===== config.mk =====
export PLATFORM = sky130hd
export DESIGN_NAME = hazardController
export DESIGN_NICKNAME = d
export VERILOG_FILES = /design/src/isaPkg.sv /design/src/pipePkg.sv /design/src/hazardController.sv
export SDC_FILE = /design/constraint.sdc
export NUM_CORES = 1
export LEC_CHECK = 0
export BUFFER_PORTS_ARGS = -buffer_cell sky130_fd_sc_hd__buf_4
export CELL_PAD_IN_SITES_DETAIL_PLACEMENT = 1
export CELL_PAD_IN_SITES_GLOBAL_PLACEMENT = 1
export CORE_AREA = 10 10 115 117
export DETAILED_ROUTE_END_ITERATION = 8
export DIE_AREA = 0 0 125 127
export PLACE_DENSITY_LB_ADDON = 0.1
export SLEW_MARGIN = 20
export SYNTH_ARGS = -nofsm -noshare
export SYNTH_HDL_FRONTEND = slang
export SYNTH_SLANG_ARGS = --single-unit
export TNS_END_PERCENT = 10

===== constraint.sdc =====
create_clock -name vclk -period 4
set_input_delay 1 -clock vclk [all_inputs]
set_output_delay 1 -clock vclk [all_outputs]
set_load 0.01 [all_outputs]

===== src/isaPkg.sv =====
`default_nettype none

package isaPkg;

  typedef logic [31:0] wordT;
  typedef logic [4:0] regIndexT;

  // major opcodes of the supported subset. Any other value decodes as a no-op.
  typedef enum logic [6:0] {
    opcodeOp     = 7'b0110011,
    opcodeOpImm  = 7'b0010011,
    opcodeLui    = 7'b0110111,
    opcodeLoad   = 7'b0000011,
    opcodeStore  = 7'b0100011,
    opcodeBranch = 7'b1100011,
    opcodeJal    = 7'b1101111
  } opcodeT;

  typedef enum logic [2:0] {
    aluAdd,
    aluSub,
    aluAnd,
    aluOr,
    aluXor,
    aluPassB
  } aluOpT;

  localparam logic [2:0] funct3AddSub = 3'b000;
  localparam logic [2:0] funct3Xor = 3'b100;
  localparam logic [2:0] funct3Or = 3'b110;
  localparam logic [2:0] funct3And = 3'b111;
  localparam logic [2:0] funct3Word = 3'b010; // width field of LW and SW.
  localparam logic [2:0] funct3Beq = 3'b000;
  localparam logic [2:0] funct3Bne = 3'b001;
  localparam logic [6:0] funct7Base = 7'b0000000;
  localparam logic [6:0] funct7Sub = 7'b0100000;

endpackage

`default_nettype wire


===== src/pipePkg.sv =====
`default_nettype none

package pipePkg;

  typedef struct packed {
    isaPkg::wordT pc;
    isaPkg::wordT instruction;
  } fetchDecodeT;

  // source indexes are zero when the instruction does not read that operand.
  typedef struct packed {
    isaPkg::wordT pc;
    isaPkg::aluOpT aluOp;
    isaPkg::regIndexT rs1;
    isaPkg::regIndexT rs2;
    isaPkg::wordT rs1Value;
    isaPkg::wordT rs2Value;
    isaPkg::wordT imm;
    isaPkg::regIndexT rd;
    logic writesReg;
    logic useImm;
    logic isLoad;
    logic isStore;
    logic isBranch;
    logic branchOnEqual;
    logic isJump;
  } decodeExecuteT;

  typedef struct packed {
    isaPkg::wordT aluResult; // doubles as the memory address.
    isaPkg::wordT storeValue;
    isaPkg::regIndexT rd;
    logic writesReg;
    logic isLoad;
    logic isStore;
  } executeMemoryT;

  typedef struct packed {
    isaPkg::regIndexT rd;
    logic writesReg;
    isaPkg::wordT value;
  } writebackT;

  typedef struct packed {
    logic taken;
    isaPkg::wordT target;
  } redirectT;

  typedef enum logic [1:0] {
    fromRegister,
    fromMemory,
    fromWriteback
  } forwardSelT;

  typedef struct packed {
    logic stallFront;
    logic bubbleExecute;
    logic flushFront;
    forwardSelT rs1Forward;
    forwardSelT rs2Forward;
  } hazardCtrlT;

endpackage

`default_nettype wire


===== src/hazardController.sv =====
`default_nettype none

module hazardController (
  input var isaPkg::regIndexT decodeRs1,
  input var isaPkg::regIndexT decodeRs2,
  input var pipePkg::decodeExecuteT executeEntry,
  input var logic executeValid,
  input var pipePkg::executeMemoryT memoryEntry,
  input var logic memoryValid,
  input var pipePkg::writebackT writebackEntry,
  input var logic writebackValid,
  input var pipePkg::redirectT redirect,
  output pipePkg::hazardCtrlT control
);

  logic loadUse;

  // decode sources of x0 are unused, so a nonzero rd is enough here.
  assign loadUse = executeValid && executeEntry.isLoad && executeEntry.rd != '0 &&
    (executeEntry.rd == decodeRs1 || executeEntry.rd == decodeRs2);

  // memory is the younger producer and wins over writeback.
  function automatic pipePkg::forwardSelT selectSource(isaPkg::regIndexT source);
    if (!executeValid || source == '0) return pipePkg::fromRegister;
    if (memoryValid && memoryEntry.writesReg && memoryEntry.rd == source) begin
      return pipePkg::fromMemory;
    end
    if (writebackValid && writebackEntry.writesReg && writebackEntry.rd == source) begin
      return pipePkg::fromWriteback;
    end
    return pipePkg::fromRegister;
  endfunction

  always_comb begin
    control.flushFront = redirect.taken;
    control.stallFront = loadUse;
    control.bubbleExecute = loadUse && !redirect.taken; // a flush already empties execute.
    control.rs1Forward = selectSource(executeEntry.rs1);
    control.rs2Forward = selectSource(executeEntry.rs2);
  end

  always_comb begin
    if (control.bubbleExecute) begin
      assert (control.stallFront) else $error("execute bubble without a front stall");
    end
  end

endmodule

`default_nettype wire


Word-level counts from Yosys, hierarchy flattened
Index checks and enable logic that the tools add are counted. Widths: inputs -> output; s select.

Eq/ne operators: 6. Mux-type cells: 24. Reduce and logical (&&, ||, !) cells: 18.

Operators with widths (number): $eq 5x5->1 (6); $mux 2 (12); $mux 1 (12); $logic_and 1x1->1 (10); $logic_not 5->1 (2); $reduce_bool 5->1 (1); $logic_or 1x1->1 (3); $logic_not 1->1 (2).

Bits in registers: 0. Input bits: 309. Output and inout port bits: 7. Logic and storage cells: 48.

Longest topological paths before layout
Word-level depth: 9. Gate-level depth with buffers: 5. Mapped depth without buffers: 4.

Least setup slack after synthesis
Ideal clock, no wire load.

Path type: input to output. From: in executeEntry[9] (netlist name). To: out control[5] (netlist name). Arrival: 1870 ps. Required time: 3000 ps. Setup slack: 1130 ps. Stages on the path: 4. Path buffers: 0. Path through: xor2_1 nor3_1 a22oi_1 nor4_1.

RTL lines: start, declared (RTL line hazardController.sv:6) `input var pipePkg::decodeExecuteT executeEntry,`; end, declared (RTL line hazardController.sv:13) `output pipePkg::hazardCtrlT control`.

==> metrics.md <==
| Metric | Value |
|---|---|
| Synth Area in Adders | `0%` |
| P per Cell Area | `roughly 85 nW/um2` |
| # rows | `39` |
| Register area share after synthesis | `0%` |
| Number of vias per cell | `2.46` |
| Maximum vdd drop | `between 0.02 and 0.025 mV` |
| Leading area contributor after synthesis | `xnor2_1` |
| Yosys warns | `0` |
| Synth cell count leaders | `xnor2_1 (17), xor2_1 (13), nor3_1 (6), nand4_1 (4)` |
| Max layer used | `met3` |
| Synthesized area per cell | `between 7 and 8 um2` |
| WL final | `3130 um` |
| Drt pass-1 iters | `2` |
| Largest family of logic cells by synthesized area | `XOR/XNOR gates` |
| Clock buf count | `0` |
| Num ports | `316` |
| CTS resizes | `0` |
| Worst-margin pin slew | `338 ps` |
| CP arrival | `2160 ps` |
| Final worst path period need | `3160 ps` |
| Initial antenna violation count | `0` |
| Post-CTS Setup Bufs | `0` |
| Status | `completed` |
| Layout cell share with drive strength beyond 1 | `47.7%` |
| Port Buffers | `49` |
| Top post-synthesis cells by area | `xnor2_1 (34%), xor2_1 (26%), nor3_1 (6.8%)` |
| Fillers | `1,352` |
| Rel. slew slack | `77.2%` |
| Hold-fix buffers, CTS | `0` |
| Initial DRC count | `2` |
| Mapped Cells | `60` |
| Post-synthesis mux area share | `0%` |
| Number of routed nets with antenna violations | `0` |
| Synth Area in Compound Gates | `around 6.5%` |
| Largest net degree at the start of global routing | `4` |
| First-pass GRT wire length | `4720 um` |
| Worst EP required | `3000 ps` |
| Count leader, synth | `xnor2_1` |
| Full die area | `15,900 um2` |
| GR Overflow Total | `0` |
| HP Start | `redirect[32]` |
| Per-cell routed wire length | `12.5 um` |
| Hold endpoint | `control[4]` |
| Post-layout util | `8.74%` |
| Leakage power total | `0.362 nW` |
| Core Footprint | `11,100 um2` |
| Fmax | `317 MHz` |
| Crit-path max FO | `3` |
| RSZ-0062 raised after global routing | `false` |
| Final number of setup-violating endpoints | `0` |
| Fin Setup TNS | `0 ps` |
| Synth cell types | `16` |
| Pins over their slew limit | `0` |
| Synth top area share | `33.8%` |
| Routed met2 length | `1320 um` |
| DIE HEIGHT | `approximately 130 um` |
| Hold crit path type | `primary input to output port` |
| Die Width | `125 um` |
| Gpl congestion | `0.707` |
| FF/Latch Area | `0 um2` |
| Metal1 wirelength | `1600 um` |
| Fin. Hold Viols | `0` |
| Crit. End Element | `output port` |
| Fin nets | `between 400 and 500` |
| Vias in the first global route | `768` |
| Max cap viols | `0` |
| Total GRT Usage | `3.70%` |
| Antenna Cells | `0` |
| Syn_nets | `369` |
| Crit start category | `primary input` |
| Detailed placer's ending HPWL | `3040 um` |
| Seq_cells | `0` |
| CP Class | `primary input to output port` |
| Simple-gate share of the synthesized area | `between 30% and 40%` |
| Post-Synth XOR/XNOR Area | `between 50% and 60%` |
| Hold-critical path depth | `2` |
| DRC | `0` |
| Met3 routed WL | `about 220 um` |
| Period utilisation layout | `78.9%` |
| Area growth, synth to finish | `121%` |
| Total number of vias | `615` |
| Starting Density | `between 3 and 4%` |
| Crit path from | `executeEntry[110]` |
| Post-Syn Area | `440 um2` |
routing by layer:
layer / vias up / track usage, %
li1: 305 / -
met5: - / 0
met2: 37 / 5.89
met4: 0 / 0
met3: 0 / 0.910
met1: 273 / 5.22
critical path, cell delays in order:
cell	delay (ps)
buf_4	130
or4_4	530
o21ai_2	160
nor4_1	90
o21a_1	110
buf_4	140
logic make-up (layout without fill, tap and decap cells):
| family | Yosys count | in the layout |
|---|---|---|
| AOI/OAI and AO/OA | 4 | 4 |
| xor gates and xnor gates | 30 | 30 |
| buffers and inverters | 2 | 49 |
| and+or+nand+nor | 24 | 24 |
placed cells by master, fill, tap and decap left out, types with 2 or more instances in the layout:
| cell | n |
|---|---|
| or4_1 | 2 |
| xor2_1 | 13 |
| buf_4 | 49 |
| nand2_1 | 3 |
| nor3_1 | 6 |
| nor2_1 | 3 |
| nand4_1 | 4 |
| xnor2_1 | 17 |
| nor4_1 | 3 |
report_power, final:
| group | total (mW) | switching (mW) | internal [mW] |
|---|---|---|---|
| Clock | 0 | 0 | 0 |
| Combinational | 0.0828 | 0.0348 | 0.0480 |
| Sequential | 0 | 0 | 0 |
| Total | 0.0828 | 0.0348 | 0.0480 |
per-stage QoR:
step	hold WS, ps	cells	instance area (um2)	power, mW	worst slack [ps]
global route	2210	250	972	0.0927	724
global placement	2200	250	972	0.0854	815
finish	2200	250	972	0.0828	844
detailed placement	2200	250	972	0.0856	817
floorplan	2050	60	440	0.0321	1130
CTS	2200	250	972	0.0859	817
worst max-delay path by stage:
stage,to,slack [ps]
6_report,control[1],840
5_1_grt,control[2],720
4_1_cts,control[3],820
3_5_place_dp,control[3],820
3_3_place_gp,control[3],820
2_1_floorplan,control[5],1130
layout make-up:
class                      count  area [um2]  area share [%]
multi-input combinational     58         425            43.8
tap                          143         179            18.4
timing repair buffer          49         368            37.8
(Power assumes the default switching activity.)
